===== src/am_pkg.sv =====
package am_pkg;

        localparam int NB_CODED_BLOCK = 66;
        localparam int N_LANES        = 20;
        localparam int NB_LANE_ID     = $clog2(N_LANES);

        // M0 M1 M2 per lane, lane 0 first
        localparam logic [23:0] am_table [N_LANES] = '{
                24'hC1_68_21,
                24'h9D_71_8E,
                24'h59_4B_E8,
                24'h4D_95_7B,
                24'hF5_07_09,
                24'hDD_14_C2,
                24'h9A_4A_26,
                24'h7B_45_66,
                24'hA0_24_76,
                24'h68_C9_FB,
                24'hFD_6C_99,
                24'hB9_91_55,
                24'h5C_B9_B2,
                24'h1A_F8_BD,
                24'h83_C7_CA,
                24'h35_36_CD,
                24'hC4_31_4C,
                24'hAD_D6_B7,
                24'h5F_66_2A,
                24'hC0_F0_E5
        };

        // marker view of a block, sync header in the top two bits
        typedef struct packed {
                logic [1:0] sync_header;
                logic [7:0] m0;
                logic [7:0] m1;
                logic [7:0] m2;
                logic [7:0] bip3;               // ignored
                logic [7:0] m4;
                logic [7:0] m5;
                logic [7:0] m6;
                logic [7:0] bip7;               // ignored
        } am_fields_t;

        // payload word or marker fields
        typedef union packed {
                logic [NB_CODED_BLOCK-1:0] raw;
                am_fields_t                am;
        } coded_block_u;

        typedef struct packed {
                logic                  hit;
                logic [NB_LANE_ID-1:0] lane_id;
        } am_hit_t;

        typedef enum logic [1:0] {
                SEARCH  = 2'd0,
                CONFIRM = 2'd1,
                LOCKED  = 2'd2
        } lock_state_e;

endpackage

===== src/am_lock_top.sv =====
`timescale 1ns/1ns

module am_lock_top
#(
        parameter int N_BLOCKS         = 10,
        parameter int MAX_INV_AM       = 8,
        parameter int MAX_VAL_AM       = 20,
        parameter int NB_ERROR_COUNTER = 16
)
(
        input  logic                                  i_clock,
        input  logic                                  i_rst_n,
        input  logic                                  i_valid,
        input  logic [am_pkg::NB_CODED_BLOCK-1:0]     i_data,
        input  logic                                  i_block_lock,
        input  logic [$clog2(MAX_VAL_AM+1)-1:0]       i_valid_am_thr,
        input  logic [$clog2(MAX_INV_AM+1)-1:0]       i_invalid_am_thr,

        output logic                                  o_valid,
        output logic [am_pkg::NB_CODED_BLOCK-1:0]     o_data,
        output logic [am_pkg::NB_LANE_ID-1:0]         o_lane_id,
        output logic                                  o_lock,
        output logic                                  o_resync,
        output logic                                  o_start_of_lane,
        output logic [NB_ERROR_COUNTER-1:0]           o_error_counter
);

        logic                        match_valid;
        am_pkg::coded_block_u        match_data;
        am_pkg::am_hit_t             match_hit;
        am_pkg::coded_block_u        fsm_data;

        // first stage, marker recognition
        am_match u_match
        (
                .i_clock        (i_clock),
                .i_rst_n        (i_rst_n),
                .i_valid        (i_valid),
                .i_data         (i_data),
                .o_valid        (match_valid),
                .o_data         (match_data),
                .o_hit          (match_hit)
        );

        // second stage, lock tracking
        am_lock_fsm
        #(
                .N_BLOCKS               (N_BLOCKS),
                .MAX_INV_AM             (MAX_INV_AM),
                .MAX_VAL_AM             (MAX_VAL_AM),
                .NB_ERROR_COUNTER       (NB_ERROR_COUNTER)
        )
        u_lock_fsm
        (
                .i_clock                (i_clock),
                .i_rst_n                (i_rst_n),
                .i_valid                (match_valid),
                .i_data                 (match_data),
                .i_hit                  (match_hit),
                .i_block_lock           (i_block_lock),
                .i_valid_am_thr         (i_valid_am_thr),
                .i_invalid_am_thr       (i_invalid_am_thr),
                .o_valid                (o_valid),
                .o_data                 (fsm_data),
                .o_lane_id              (o_lane_id),
                .o_lock                 (o_lock),
                .o_resync               (o_resync),
                .o_start_of_lane        (o_start_of_lane),
                .o_error_counter        (o_error_counter)
        );

        assign o_data = fsm_data.raw;                           // back to a plain word

endmodule


===== src/am_lock_fsm.sv =====
`timescale 1ns/1ns

module am_lock_fsm
#(
        parameter int N_BLOCKS         = 10,
        parameter int MAX_INV_AM       = 8,
        parameter int MAX_VAL_AM       = 20,
        parameter int NB_ERROR_COUNTER = 16
)
(
        input  logic                              i_clock,
        input  logic                              i_rst_n,
        input  logic                              i_valid,
        input  am_pkg::coded_block_u              i_data,
        input  am_pkg::am_hit_t                   i_hit,
        input  logic                              i_block_lock,
        input  logic [$clog2(MAX_VAL_AM+1)-1:0]   i_valid_am_thr,
        input  logic [$clog2(MAX_INV_AM+1)-1:0]   i_invalid_am_thr,

        output logic                              o_valid,
        output am_pkg::coded_block_u              o_data,
        output logic [am_pkg::NB_LANE_ID-1:0]     o_lane_id,
        output logic                              o_lock,
        output logic                              o_resync,
        output logic                              o_start_of_lane,
        output logic [NB_ERROR_COUNTER-1:0]       o_error_counter
);

        localparam int NB_VAL_AM = $clog2(MAX_VAL_AM+1);
        localparam int NB_INV_AM = $clog2(MAX_INV_AM+1);
        localparam int NB_PERIOD = $clog2(N_BLOCKS);
        localparam logic [NB_PERIOD-1:0] LAST_POS = NB_PERIOD'(N_BLOCKS-1);

        am_pkg::lock_state_e              state;
        am_pkg::lock_state_e              state_next;
        logic [NB_PERIOD-1:0]             period_cnt;
        logic [NB_PERIOD-1:0]             period_next;
        logic [am_pkg::NB_LANE_ID-1:0]    lane_r;
        logic [am_pkg::NB_LANE_ID-1:0]    lane_next;
        logic [NB_VAL_AM-1:0]             val_cnt;
        logic [NB_VAL_AM-1:0]             val_next;
        logic [NB_VAL_AM-1:0]             val_inc;
        logic [NB_INV_AM-1:0]             inv_cnt;
        logic [NB_INV_AM-1:0]             inv_next;
        logic [NB_INV_AM-1:0]             inv_inc;
        logic [NB_ERROR_COUNTER-1:0]      err_cnt;
        logic [NB_ERROR_COUNTER-1:0]      err_next;
        logic                             resync_next;
        logic                             sol_next;
        logic                             at_marker;
        logic                             good_am;

        assign at_marker = (period_cnt == LAST_POS);          // expected marker slot
        assign good_am   = i_hit.hit && (i_hit.lane_id == lane_r);
        assign val_inc   = val_cnt + 1'b1;
        assign inv_inc   = inv_cnt + 1'b1;

        always_comb
        begin
                state_next  = state;
                period_next = period_cnt;
                lane_next   = lane_r;
                val_next    = val_cnt;
                inv_next    = inv_cnt;
                err_next    = err_cnt;
                resync_next = 1'b0;
                sol_next    = 1'b0;

                if (!i_block_lock)
                begin
                        state_next = am_pkg::SEARCH;                    // no block lock yet
                end
                else if (i_valid)
                begin
                        period_next = at_marker ? '0 : period_cnt + 1'b1;
                        case (state)
                        am_pkg::SEARCH:
                        begin
                                if (i_hit.hit)
                                begin
                                        state_next  = am_pkg::CONFIRM;
                                        lane_next   = i_hit.lane_id;
                                        val_next    = NB_VAL_AM'(1);
                                        period_next = '0;
                                end
                        end
                        am_pkg::CONFIRM:
                        begin
                                if (at_marker)
                                begin
                                        if (good_am)
                                        begin
                                                val_next = val_inc;
                                                if (val_inc >= i_valid_am_thr)
                                                begin
                                                        state_next = am_pkg::LOCKED;
                                                        inv_next   = '0;
                                                end
                                        end
                                        else
                                        begin
                                                state_next = am_pkg::SEARCH;
                                        end
                                end
                        end
                        am_pkg::LOCKED:
                        begin
                                if (at_marker && good_am)
                                begin
                                        inv_next = '0;
                                        sol_next = 1'b1;
                                end
                                else if (at_marker)
                                begin
                                        inv_next = inv_inc;
                                        if (err_cnt != '1)
                                                err_next = err_cnt + 1'b1;  // saturating
                                        if (inv_inc >= i_invalid_am_thr)
                                        begin
                                                state_next  = am_pkg::SEARCH;
                                                resync_next = 1'b1;
                                        end
                                end
                        end
                        default:
                        begin
                                state_next = am_pkg::SEARCH;
                        end
                        endcase
                end
        end

        always_ff @(posedge i_clock)
        begin
                if (!i_rst_n)
                begin
                        state           <= am_pkg::SEARCH;
                        period_cnt      <= '0;
                        lane_r          <= '0;
                        val_cnt         <= '0;
                        inv_cnt         <= '0;
                        err_cnt         <= '0;
                        o_valid         <= 1'b0;
                        o_resync        <= 1'b0;
                        o_start_of_lane <= 1'b0;
                end
                else
                begin
                        state           <= state_next;
                        period_cnt      <= period_next;
                        lane_r          <= lane_next;
                        val_cnt         <= val_next;
                        inv_cnt         <= inv_next;
                        err_cnt         <= err_next;
                        o_valid         <= i_valid;
                        o_resync        <= resync_next;
                        o_start_of_lane <= sol_next;
                end
        end

        always_ff @(posedge i_clock)
        begin
                if (i_valid)
                        o_data <= i_data;
        end

        assign o_lock          = (state == am_pkg::LOCKED);
        assign o_lane_id       = lane_r;
        assign o_error_counter = err_cnt;

        a_resync_from_locked : assert property (
                @(posedge i_clock) disable iff (!i_rst_n)
                o_resync |-> ($past(state) == am_pkg::LOCKED)
        );

        a_sol_when_locked : assert property (
                @(posedge i_clock) disable iff (!i_rst_n)
                o_start_of_lane |-> (o_lock && o_valid)
        );

endmodule


===== src/am_match.sv =====
`timescale 1ns/1ns

module am_match
(
        input  logic                 i_clock,
        input  logic                 i_rst_n,
        input  logic                 i_valid,
        input  am_pkg::coded_block_u i_data,

        output logic                 o_valid,
        output am_pkg::coded_block_u o_data,
        output am_pkg::am_hit_t      o_hit
);

        am_pkg::am_fields_t          fields;
        logic                        ctrl_ok;
        logic                        inv_ok;
        logic [am_pkg::N_LANES-1:0]  lane_match;
        am_pkg::am_hit_t             hit_next;

        assign fields  = i_data.am;
        assign ctrl_ok = (fields.sync_header == 2'b10);        // control block

        // second half of a marker repeats the first half inverted
        assign inv_ok = (fields.m4 == ~fields.m0) &&
                        (fields.m5 == ~fields.m1) &&
                        (fields.m6 == ~fields.m2);

        // all table entries compared at once
        always_comb
        begin
                for (int k = 0; k < am_pkg::N_LANES; k++)
                begin
                        lane_match[k] = ctrl_ok && inv_ok &&
                                ({fields.m0, fields.m1, fields.m2} == am_pkg::am_table[k]);
                end
        end

        // entries are distinct, so at most one bit is set
        always_comb
        begin
                hit_next = '0;
                for (int k = 0; k < am_pkg::N_LANES; k++)
                begin
                        if (lane_match[k])
                        begin
                                hit_next.hit     = 1'b1;
                                hit_next.lane_id = k[am_pkg::NB_LANE_ID-1:0];
                        end
                end
        end

        always_ff @(posedge i_clock)
        begin
                if (!i_rst_n)
                begin
                        o_valid   <= 1'b0;
                        o_hit.hit <= 1'b0;
                end
                else
                begin
                        o_valid   <= i_valid;
                        o_hit.hit <= i_valid & hit_next.hit;    // only qualified blocks
                end
        end

        always_ff @(posedge i_clock)
        begin
                if (i_valid)
                begin
                        o_data        <= i_data;
                        o_hit.lane_id <= hit_next.lane_id;
                end
        end

        a_lane_in_range : assert property (
                @(posedge i_clock) disable iff (!i_rst_n)
                o_hit.hit |-> (o_hit.lane_id < am_pkg::N_LANES)
        );

endmodule


===== config.mk =====
export PLATFORM = sky130hd
export DESIGN_NAME = am_lock_top
export DESIGN_NICKNAME = d
export VERILOG_FILES = /design/src/am_pkg.sv /design/src/am_lock_top.sv /design/src/am_lock_fsm.sv /design/src/am_match.sv
export SDC_FILE = /design/constraint.sdc
export NUM_CORES = 1
export LEC_CHECK = 0
export BUFFER_PORTS_ARGS = -buffer_cell sky130_fd_sc_hd__buf_2
export CELL_PAD_IN_SITES_DETAIL_PLACEMENT = 2
export CELL_PAD_IN_SITES_GLOBAL_PLACEMENT = 2
export CORE_MARGIN = 2
export CORE_UTILIZATION = 36
export CTS_CLUSTER_SIZE = 14
export DETAILED_ROUTE_END_ITERATION = 6
export PLACE_DENSITY = 0.82
export SKIP_CTS_REPAIR_TIMING = 1
export SYNTH_ARGS = -nofsm -noshare
export SYNTH_HDL_FRONTEND = slang
export SYNTH_HIERARCHICAL = 1
export SYNTH_SLANG_ARGS = --single-unit

===== constraint.sdc =====
create_clock -name i_clock -period 3.6 [get_ports i_clock]
set_input_delay 0.72 -clock i_clock [delete_from_list [all_inputs] [get_ports i_clock]]
set_output_delay 0.72 -clock i_clock [all_outputs]
set_load 0.01 [all_outputs]

==> results of run 1 <==
logic make-up after synthesis:
kind of cell / after synthesis / share of synthesized area
AOI/OAI and AO/OA: 85 / 0.0747
xor gates and xnor gates: 34 / 0.0383
adders and majority gates: 12 / 0.0193
buffers and inverters: 41 / 0.0245
DFF: 178 / 0.635
muxes: 8 / 0.0105
and+or+nand+nor: 242 / 0.197
routing by layer:
metal	vias to the layer above	routed length, um
li1	2651	-
met4	2	775
met2	230	14400
met1	3037	11000
met5	-	13
met3	46	1420
cell type report:
class | instances | area, um2
clock buffer | 19 | 454
clock inverter | 13 | 131
fill | 2159 | 11600
inverter | 16 | 60.1
multi-input combinational | 381 | 2640
sequential | 178 | 4940
tap | 275 | 344
timing repair buffer | 177 | 908
worst register-to-register path, cell delays in order (launching register included):
cell and delay, ns:
dfxtp_1 0.42, ha_1 0.23, nand3_1 0.10, xnor2_1 0.27, ha_1 0.30, and4_1 0.21, a211o_2 0.34, nor4_1 0.39
o21ai_0 0.14, a21oi_1 0.17
power by group:
group / switching [W] / internal (W) / total, W
Sequential: 0.0000542 / 0.00235 / 0.00241
Clock: 0.000893 / 0.000964 / 0.00186
Combinational: 0.000227 / 0.000112 / 0.000339
Total: 0.00117 / 0.00343 / 0.00460
cell usage in the layout, fill, tap and decap left out, types with 8 or more instances in the layout:
| cell type | count |
|---|---|
| nand2_1 | 44 |
| nor2_1 | 24 |
| edfxtp_1 | 137 |
| ha_1 | 12 |
| xnor2_1 | 18 |
| o31ai_1 | 9 |
| or4_1 | 8 |
| dfxtp_1 | 40 |
| nand2b_1 | 14 |
| clkbuf_16 | 18 |
| inv_1 | 16 |
| nor4_1 | 15 |
| nand4_1 | 22 |
| o21ai_0 | 13 |
| nand3_1 | 21 |
| nor3_1 | 12 |
| buf_2 | 168 |
| xor2_1 | 16 |
| a21oi_1 | 26 |
| buf_4 | 9 |
| nor4bb_1 | 8 |
| nor2b_1 | 15 |
| and4_1 | 8 |
flip-flops by register name, summed over array words and instances, names as in the netlist, 4 cells and up:
register,count
u_lock_fsm/inv_cnt,4
u_lock_fsm/o_data,66
u_lock_fsm/o_error_counter,16
u_lock_fsm/o_lane_id,5
u_lock_fsm/period_cnt,4
u_lock_fsm/val_cnt,5
u_match/o_data,66
u_match/o_hit,6
worst min-delay path by stage:
stage,end,slack (ns),cells past startpoint
2_1_floorplan,u_lock_fsm/o_data[0],0.40,0
3_3_place_gp,u_lock_fsm/o_data[17],0.40,0
3_5_place_dp,u_lock_fsm/o_data[32],0.41,0
4_1_cts,u_lock_fsm/o_data[4],0.42,0
5_1_grt,u_lock_fsm/o_data[18],0.42,0
6_report,u_lock_fsm/o_data[4],0.42,0
metrics by stage:
stage               power (W)  instance area [um2]  hold slack, ns  cells
floorplan             0.00256                 7770           0.400    600
global placement      0.00275                 8890           0.400   1027
detailed placement    0.00279                 8890           0.408   1027
CTS                   0.00464                 9480           0.419   1059
global route          0.00474                 9480           0.423   1059
finish                0.00460                 9480           0.421   1059
==> key figures, run 1 <==
Status
  • Run status: completed

Clock network
  • Clock Sinks: 178
  • TritonCTS Buffers: 17
  • Clk pin slew, worst setup/hold paths: 0.08 ns
  • Clock Path Buffers: 2
  • Clk Latency, worst-skew pair: 0.44 ns
  • H-tree Lvls: 4
  • Root Buffer Master: clkbuf_16
  • CTS tree: yes

Logic synthesis
  • Synthesized area: 7770 um2
  • Top post-synthesis cells by count: edfxtp_1, nand2_1, dfxtp_1, a21oi_1, nor2_1
  • Main synth FF type: edfxtp_1
  • Most common cell in the netlist: edfxtp_1
  • Yosys Warn Count: 6
  • Syn_nets: 691
  • Syn Inst Count: 600
  • Number of synthesized flops with an enable pin: 137
  • Synthesized area per cell: 12.9 um2
  • Leading post-synthesis cells by cell area: edfxtp_1, dfxtp_1, nand2_1
  • Synthesis-stage register bit count: 178
  • Sequential cell area fraction in the yosys report: 0.635
  • Synth async-reset ratio: 0
  • Dominant cell type by area after synthesis: edfxtp_1
  • Area share of the largest cell type after synthesis: 0.530
  • Yosys cell types: 72

Floorplan
  • Num rows: 53
  • Initial Utilization: 0.368
  • Die area: 22800 um2
  • IO Pins: 170
  • Die X: 151 um
  • Core area: 21100 um2
  • Chip height: 151 um

STA
  • Final hold violations: 0
  • FMAX: 379 MHz
  • Worst setup margin: 0.961 ns
  • Worst Skew: 0.0181 ns
  • Final worst path period share: 0.733
  • Setup TNS: 0 ns
  • # setup viols final: 0
  • Slew headroom: 0.298
  • Fin. max-slew vios: 0
  • Worst slew pin tran: 1.05 ns
  • Fin crit period: 2.64 ns
  • Unrepaired setup endpoints after global routing: false

Layout
  • Layout cells sized above 1: 0.293
  • Nets@finish: 862
  • Area growth from synthesis to layout: 22.0%
  • Fin util: 0.450
  • Antenna Cells: 0

Min path
  • HP Class: flip-flop to flip-flop
  • Worst Min Path Start: u_match/o_data[4]

Global routing
  • Largest net degree at the start of global routing: 70
  • Total congestion overflow: 0
  • GR peak layer: met2
  • Global-route track usage on met2: 0.446
  • Met3 Resource Use GR: 0.0401
  • Total track usage: 0.245
  • Vias in the first global route: 6504
  • Global-route wire length before repair: 40700 um
  • Initial antenna violation count: 1
  • Met1 Use GR: 0.293

Pwr
  • Peak supply drop: 0.302 mV
  • Leak: 3.43 nW
  • Pwr Density: 485 nW/um2

Route
  • Post-DRT Antenna Nets: 0
  • Drt pass-1 iters: 5
  • Initial DRC count: 440
  • Final wirelength: 27600 um
  • Via count: 5966
  • Routed len/inst: 26.1 um
  • Drc violations: 0
  • Via-per-instance ratio: 5.63

Worst setup path
  • CP delay by family, top: simple AND/OR/NAND/NOR gates
  • CP endpoint: u_lock_fsm/state[0]
  • Critical path launch point type: flip-flop
  • Crit Path Class: flip-flop to flip-flop
  • CP cell instances: ha_1 -> nand3_1 -> xnor2_1 -> ha_1 -> and4_1 -> a211o_2 -> nor4_1 -> o21ai_0 -> a21oi_1
  • R2R cell count: 9
  • Crit-path max FO: 5
  • Worst reg2reg endpoint: u_lock_fsm/state[0]
  • CP peak stage delay: 0.42 ns
  • Crit path buf inv count: 0
  • Crit path from: u_lock_fsm/val_cnt[0]
  • Critical Path End Type: flip-flop
  • Critical path arrival: 2.99 ns
  • Worst path depth: 9
  • Most Frequent Cell on Critical Path: ha_1
  • Worst r2r src: u_lock_fsm/val_cnt[0]
  • CP max stage cell: dfxtp_1
  • Reg2Reg Setup Slack: 0.96 ns
  • CP required: 3.95 ns

Placement
  • GP Congestion: 0.954
  • Port bufs: 169
  • DP HPWL: 21000 um
  • DP Worst Slack: 0.696 ns

Flow run
  • Max-Cap Viols: 0
Note: power is estimated with default switching activity, not from simulation.
==> run 2: changes to the inputs <==
--- a/config.mk
+++ b/config.mk
@@ -9,10 +9,10 @@
 export CELL_PAD_IN_SITES_DETAIL_PLACEMENT = 2
 export CELL_PAD_IN_SITES_GLOBAL_PLACEMENT = 2
 export CORE_MARGIN = 2
-export CORE_UTILIZATION = 36
+export CORE_UTILIZATION = 33
 export CTS_CLUSTER_SIZE = 14
 export DETAILED_ROUTE_END_ITERATION = 6
-export PLACE_DENSITY = 0.82
+export PLACE_DENSITY = 0.79
 export SKIP_CTS_REPAIR_TIMING = 1
 export SYNTH_ARGS = -nofsm -noshare
 export SYNTH_HDL_FRONTEND = slang
==> constraint.sdc (replaced) <==
create_clock -name i_clock -period 2.4 [get_ports i_clock]
set_input_delay 0.48 -clock i_clock [delete_from_list [all_inputs] [get_ports i_clock]]
set_output_delay 0.48 -clock i_clock [all_outputs]
set_load 0.01 [all_outputs]
==> run 2 against run 1 <==
Compared with the run above:
- the flow now finishes with violations (negative setup slack)
- critical path depth is 1 higher
- final cell count increased by 10%
- cell area grew 6.5%
- count of clock-buffer cells in the layout down 2
- setup slack got worse by 0.96 ns
- combinational power is 68% higher
- sequential share of layout area decreased by 3.2 points
- utilization shrank 1.6 points
- global-route usage fell by 1.8 points
- die area grew 8.8%
- critical path type unchanged
- critical endpoint unchanged
==> key figures, run 2 (synthesized netlist as in run 1, its figures left out) <==
Pwr
  • Peak supply drop: 0.415 mV (+37%)
  • Leak: 3.77 nW (+9.8%)
  • Int Power: 0.00517 W (+51%)
  • Net switching power: 0.00188 W (+60%)
  • Sequential power share: 0.510 (-0.013)
  • Sw frac: 0.267 (+0.0115)
  • Comb power frac: 0.081 (+0.007)
  • Pwr Density: 699 nW/um2 (+44%)
  • Clock power frac: 0.410 (+0.006)

STA
  • # setup viols final: 1 (+1)
  • Worst hold slack: 0.208 ns (-0.213 ns)
  • Fin crit period: 2.40 ns (-0.237 ns)
  • Worst slew pin tran: 0.745 ns (-0.301 ns)
  • Slew headroom: 0.503 (+0.206)
  • Final worst path period share: 1.00 (+0.268)
  • Worst setup margin: -0.00184 ns (-0.963 ns)
  • Fin. max-slew vios: 0 (unchanged)
  • FMAX: 416 MHz (+9.9%)
  • Worst Skew: 0.0140 ns (-0.00413 ns)
  • Unrepaired setup endpoints after global routing: true
  • Setup TNS: -0.00184 ns (-0.00184 ns)
  • Final hold violations: 0 (unchanged)

Route
  • Via-per-instance ratio: 5.27 (-6.5%)
  • Drt pass-1 iters: 5 (unchanged)
  • Via count: 6151 (+3.1%)
  • Drc violations: 0 (unchanged)
  • Post-DRT Antenna Nets: 0 (unchanged)
  • Final wirelength: 28000 um (+1.5%)
  • Routed len/inst: 24.0 um (-8.0%)
  • Initial DRC count: 396 (-10%)

Flow run
  • Max-Cap Viols: 0 (unchanged)

Floorplan
  • Chip height: 157 um (+4.3%)
  • Num rows: 56 (+5.7%)
  • Die X: 157 um (+4.3%)
  • Die area: 24800 um2 (+8.8%)
  • Core area: 23300 um2 (+10%)
  • IO Pins: 170 (unchanged)
  • Initial Utilization: 0.334 (-0.0344)

Layout
  • Nets@finish: 924 (+7.2%)
  • Fin util: 0.434 (-0.0156)
  • Most frequent cells in the layout: buf_2, edfxtp_1, buf_4
  • Area growth from synthesis to layout: 30.0%
  • Layout cells sized above 1: 0.353 (+0.0601)
  • Leading cell type in the layout, fill and taps excluded: buf_2
  • Finished Layout Cells: 1168 (+10%)

Worst setup path
  • Critical path launch point type: flip-flop
  • Crit-path max FO: 3 (-2)
  • Critical Path End Type: flip-flop
  • CP required: 2.77 ns (-1.18 ns)
  • Critical path arrival: 2.77 ns (-0.22 ns)
  • Crit Path Class: flip-flop to flip-flop

Placement
  • DP Worst Slack: -0.0862 ns (-0.783 ns)
  • DP HPWL: 20800 um (-1.2%)
  • GP Congestion: 0.948 (-0.61%)
  • Port bufs: 169 (unchanged)
  • Placed Instances: 1132 (+10%)

Clock network
  • TritonCTS Buffers: 17 (unchanged)
  • Root Buffer Master: clkbuf_16
  • CTS tree: yes
  • Clock Path Buffers: 2 (unchanged)
  • Clk pin slew, worst setup/hold paths: 0.08 ns (about the same)
  • Clock Sinks: 178 (unchanged)
  • Clk Latency, worst-skew pair: 0.44 ns (about the same)
  • H-tree Lvls: 4 (unchanged)

Global routing
  • Vias in the first global route: 6747 (+3.7%)
  • Global-route wire length before repair: 41000 um (+0.71%)
  • Largest net degree at the start of global routing: 55 (-21%)
  • Total congestion overflow: 0 (unchanged)
  • Initial antenna violation count: 3 (+2)
  • Total track usage: 0.227 (-0.0180)

Status
  • Run status: complete, but fails checks
  • Failing checks: negative setup slack

Min path
  • HP Class: primary input to flip-flop
[run 2: changes by cell type in the layout (fill, tap and decap cells not counted), moves of 2 or more]
cell	before	now
buf_4	9	70
clkinv_8	2	5
diode_2	0	3
inv_6	4	1
clkinv_2	2	0
inv_12	0	2
xnor2_1	18	16
xnor2_2	0	2
[run 2: worst max-delay path: stages, from the launching register on]
cell and delay [ns]:
dfxtp_2 0.36, ha_2 0.20, nand3_1 0.13, xnor2_2 0.21, ha_1 0.29, and4_1 0.22, a211o_2 0.37, nor4_4 0.15
buf_4 0.17, o21ai_0 0.09, a21oi_1 0.15
[run 2: final cells by class]
type                            count  area (um2)
Antenna cell                        3        7.51
Clock buffer                       17         425
Clock inverter                     15         196
Fill cell                        2476       13200
Inverter                           16        60.1
Multi-Input combinational cell    381        2680
Sequential cell                   178        4940
Tap cell                          319         399
Timing Repair Buffer              239        1390
[run 2: metal layers]
metal / share of wire / wire [um] / GRT usage
met5: 0 / 0 / 0
met4: 0.033 / 915 / 0.100
met3: 0.044 / 1240 / 0.0485
met2: 0.52 / 14700 / 0.403
met1: 0.40 / 11200 / 0.263
[run 2: power groups by stage]
stage / logic, W / clock network [W] / registers [W]
after detailed placement: 0.000559 / 0 / 0.00367
final: 0.000568 / 0.00289 / 0.00360
after CTS: 0.000564 / 0.00294 / 0.00360
after global placement: 0.000533 / 0 / 0.00364
after global routing: 0.000605 / 0.00305 / 0.00362
after floorplan: 0.000149 / 0 / 0.00369
[run 2: stage by stage]
step	power, W	area [um2]
final	0.00705	10100
after global routing	0.00727	10100
after floorplan	0.00384	7770
after global placement	0.00417	9420
after CTS	0.00711	10000
after detailed placement	0.00423	9420
[run 2: worst paths after layout]
path | from | to | slack, ns | depth (start not counted)
worst max-delay path | u_lock_fsm/val_cnt[1] | u_lock_fsm/state[0] | -0.002 | 10
worst min-delay path | i_data[6] | u_match/o_data[6] | 0.21 | 1
worst max register to register | u_lock_fsm/val_cnt[1] | u_lock_fsm/state[0] | -0.002 | 10
worst min register to register | u_match/o_data[56] | u_lock_fsm/o_data[56] | 0.42 | 0
==> run 3: changes to the inputs <==
--- a/config.mk
+++ b/config.mk
@@ -9,10 +9,11 @@
 export CELL_PAD_IN_SITES_DETAIL_PLACEMENT = 2
 export CELL_PAD_IN_SITES_GLOBAL_PLACEMENT = 2
 export CORE_MARGIN = 2
-export CORE_UTILIZATION = 33
+export CORE_UTILIZATION = 34
+export CTS_BUF_LIST = sky130_fd_sc_hd__clkbuf_4 sky130_fd_sc_hd__clkbuf_8
 export CTS_CLUSTER_SIZE = 14
 export DETAILED_ROUTE_END_ITERATION = 6
-export PLACE_DENSITY = 0.79
+export PLACE_DENSITY = 0.81
 export SKIP_CTS_REPAIR_TIMING = 1
 export SYNTH_ARGS = -nofsm -noshare
 export SYNTH_HDL_FRONTEND = slang
==> run 3 against run 2 <==
Compared with the run above:
- the run now ends clean
- setup slack improved by 0.095 ns
- register-to-register slack better by 0.095 ns
- sequential power about the same
- largest power group unchanged
==> key figures, run 3 (synthesized netlist as in run 1, its figures left out) <==
Status
  • Run status: completed

STA
  • # setup viols final: 0 (-1)
  • Fin. max-slew vios: 0 (unchanged)
  • Setup TNS: 0 ns (+0.00184 ns)
  • Worst Skew: 0.0235 ns (+0.00952 ns)
  • Final hold violations: 0 (unchanged)
  • FMAX: 434 MHz (+4.1%)
  • Final worst path period share: 0.961 (-0.0398)
  • Worst slew pin tran: 0.960 ns (+0.215 ns)
  • Slew headroom: 0.360 (-0.144)
  • Fin crit period: 2.31 ns (-0.0954 ns)
  • Worst setup margin: 0.0936 ns (+0.0954 ns)

Clock network
  • CTS tree: yes
  • Clk pin slew, worst setup/hold paths: 0.12 ns (+0.04 ns)
  • Root Buffer Master: clkbuf_8
  • Clock Sinks: 178 (unchanged)
  • Clk Latency, worst-skew pair: 0.48 ns (+0.04 ns)
  • H-tree Lvls: 4 (unchanged)
  • TritonCTS Buffers: 17 (unchanged)
  • Clock Path Buffers: 2 (unchanged)

Layout
  • Leading cell type in the layout, fill and taps excluded: buf_2
  • Nets@finish: 916 (-0.87%)
  • Filler Cells Inserted: 2285 (-7.7%)
  • Fin util: 0.437 (+0.00264)
  • Design area: 9820 um2 (-2.7%)
  • Area growth from synthesis to layout: 26.5%
  • Layout cells sized above 1: 0.351 (-0.00259)
  • Most frequent cells in the layout: buf_2, edfxtp_1, buf_4

Floorplan
  • IO Pins: 170 (unchanged)
  • Die area: 24100 um2 (-2.9%)
  • Chip height: 155 um (-1.4%)
  • Core area: 22500 um2 (-3.3%)
  • Initial Utilization: 0.345 (+0.0113)
  • Num rows: 55 (-1.8%)
  • Die X: 155 um (-1.4%)

Worst setup path
  • Crit-path max FO: 4 (+1)
  • Crit Path Class: flip-flop to flip-flop
  • Critical Path End Type: flip-flop
  • CP max stage cell: dfxtp_2
  • Critical path arrival: 2.70 ns (-0.07 ns)
  • CP required: 2.79 ns (+0.02 ns)
  • CP peak stage delay: 0.37 ns (about the same)
  • CP cell instances: buf_4 -> nand3_2 -> xnor2_2 -> ha_1 -> a21oi_1 -> a21boi_2 -> nor2_1 -> a211oi_4 -> mux2i_1
  • Reg2Reg Setup Slack: 0.09 ns (+0.10 ns)
  • R2R cell count: 9 (-1)
  • Worst reg2reg endpoint: u_lock_fsm/inv_cnt[1]
  • Worst r2r src: u_lock_fsm/val_cnt[0]
  • Critical path launch point type: flip-flop

Pwr
  • Peak supply drop: 0.315 mV (-24%)
  • Leak: 3.64 nW (-3.3%)
  • Pwr Density: 645 nW/um2 (-7.8%)

Placement
  • DP Worst Slack: -0.0843 ns (+0.00181 ns)
  • DP HPWL: 19900 um (-4.5%)
  • GP Congestion: 0.904 (-4.6%)
  • Placed Area: 9320 um2 (-1.1%)
  • Port bufs: 169 (unchanged)

Route
  • Via count: 6115 (-0.59%)
  • Post-DRT Antenna Nets: 0 (unchanged)
  • Initial DRC count: 381 (-3.8%)
  • Top Layer Used: met4
  • Routed len/inst: 23.7 um (-1.2%)
  • Via-per-instance ratio: 5.42 (+2.9%)
  • Drc violations: 0 (unchanged)
  • DRT met1 WL: 10600 um (-5.0%)
  • Drt pass-1 iters: 5 (unchanged)
  • Final wirelength: 26700 um (-4.6%)
  • Met2 WL: 14300 um (-2.5%)
  • WL met3: 1080 um (-13%)

Min path
  • Worst Hold End: u_match/o_data[36]
  • Hold depth: 1 (unchanged)
  • Worst Min Path Start: i_data[36]
  • HP Class: primary input to flip-flop

Global routing
  • Largest net degree at the start of global routing: 68 (+24%)
  • Vias in the first global route: 6658 (-1.3%)
  • Initial antenna violation count: 4 (+1)
  • Total congestion overflow: 0 (unchanged)
  • Global-route wire length before repair: 39800 um (-3.1%)
  • Total track usage: 0.220 (-0.00684)

Flow run
  • Max-Cap Viols: 0 (unchanged)
## run 3: report_power, final
group / internal [W] / total, W / leakage (nW) / switching [W]
combinational: 0.000207 / 0.000557 / 1.78 / 0.000350
clock: 0.000822 / 0.00219 / 0.214 / 0.00136
sequential: 0.00352 / 0.00359 / 1.65 / 0.0000668
total: 0.00455 / 0.00633 / 3.64 / 0.00178
## run 3: worst max-delay path by stage
stage / from / endpoint / slack [ns] / cells after the start
floorplan: u_match/o_valid / u_lock_fsm/o_error_counter[6] / 0.003 / 6
global placement: i_data[57] / u_match/o_hit[5] / 0.02 / 8
detailed placement: u_lock_fsm/val_cnt[1] / u_lock_fsm/state[0] / -0.08 / 9
CTS: u_lock_fsm/val_cnt[1] / u_lock_fsm/state[0] / -0.18 / 9
global route: u_lock_fsm/val_cnt[2] / u_lock_fsm/state[0] / -0.12 / 8
finish: u_lock_fsm/val_cnt[0] / u_lock_fsm/inv_cnt[1] / 0.09 / 9
## run 3: per-layer routing
metal  vias to the layer above  global-route usage
met5                         -                   0
met4                         0              0.0825
met3                        45              0.0426
met2                       195               0.399
met1                      3107               0.259
li1                       2768                   -
## run 3: critical path: cells and delay by family (launching register included)
family	cells	cell delay (ns)
AOI/OAI and AO/OA	3	0.70
DFF	1	0.37
and+or+nand+nor	2	0.23
adders and majority gates	1	0.33
buffers and inverters	1	0.14
muxes	1	0.26
xor gates and xnor gates	1	0.18
## run 3: area by class of cell
class                   instances  area, um2  area share
inverters                      16       60.1     0.00611
diodes                          5       12.5     0.00127
multi-input cells             381       2700       0.275
well taps                     285        357      0.0363
clock buffers                  17        234      0.0238
repair buffers                231       1330       0.135
clock inverters                15        195      0.0199
flip-flops and latches        178       4940       0.503
## run 3: stage by stage
stage	power [W]	cells	hold WS, ns
floorplan	0.00384	600	0.400
global placement	0.00416	1090	0.400
detailed placement	0.00422	1090	0.405
CTS	0.00640	1122	0.131
global route	0.00656	1128	0.125
finish	0.00633	1128	0.164
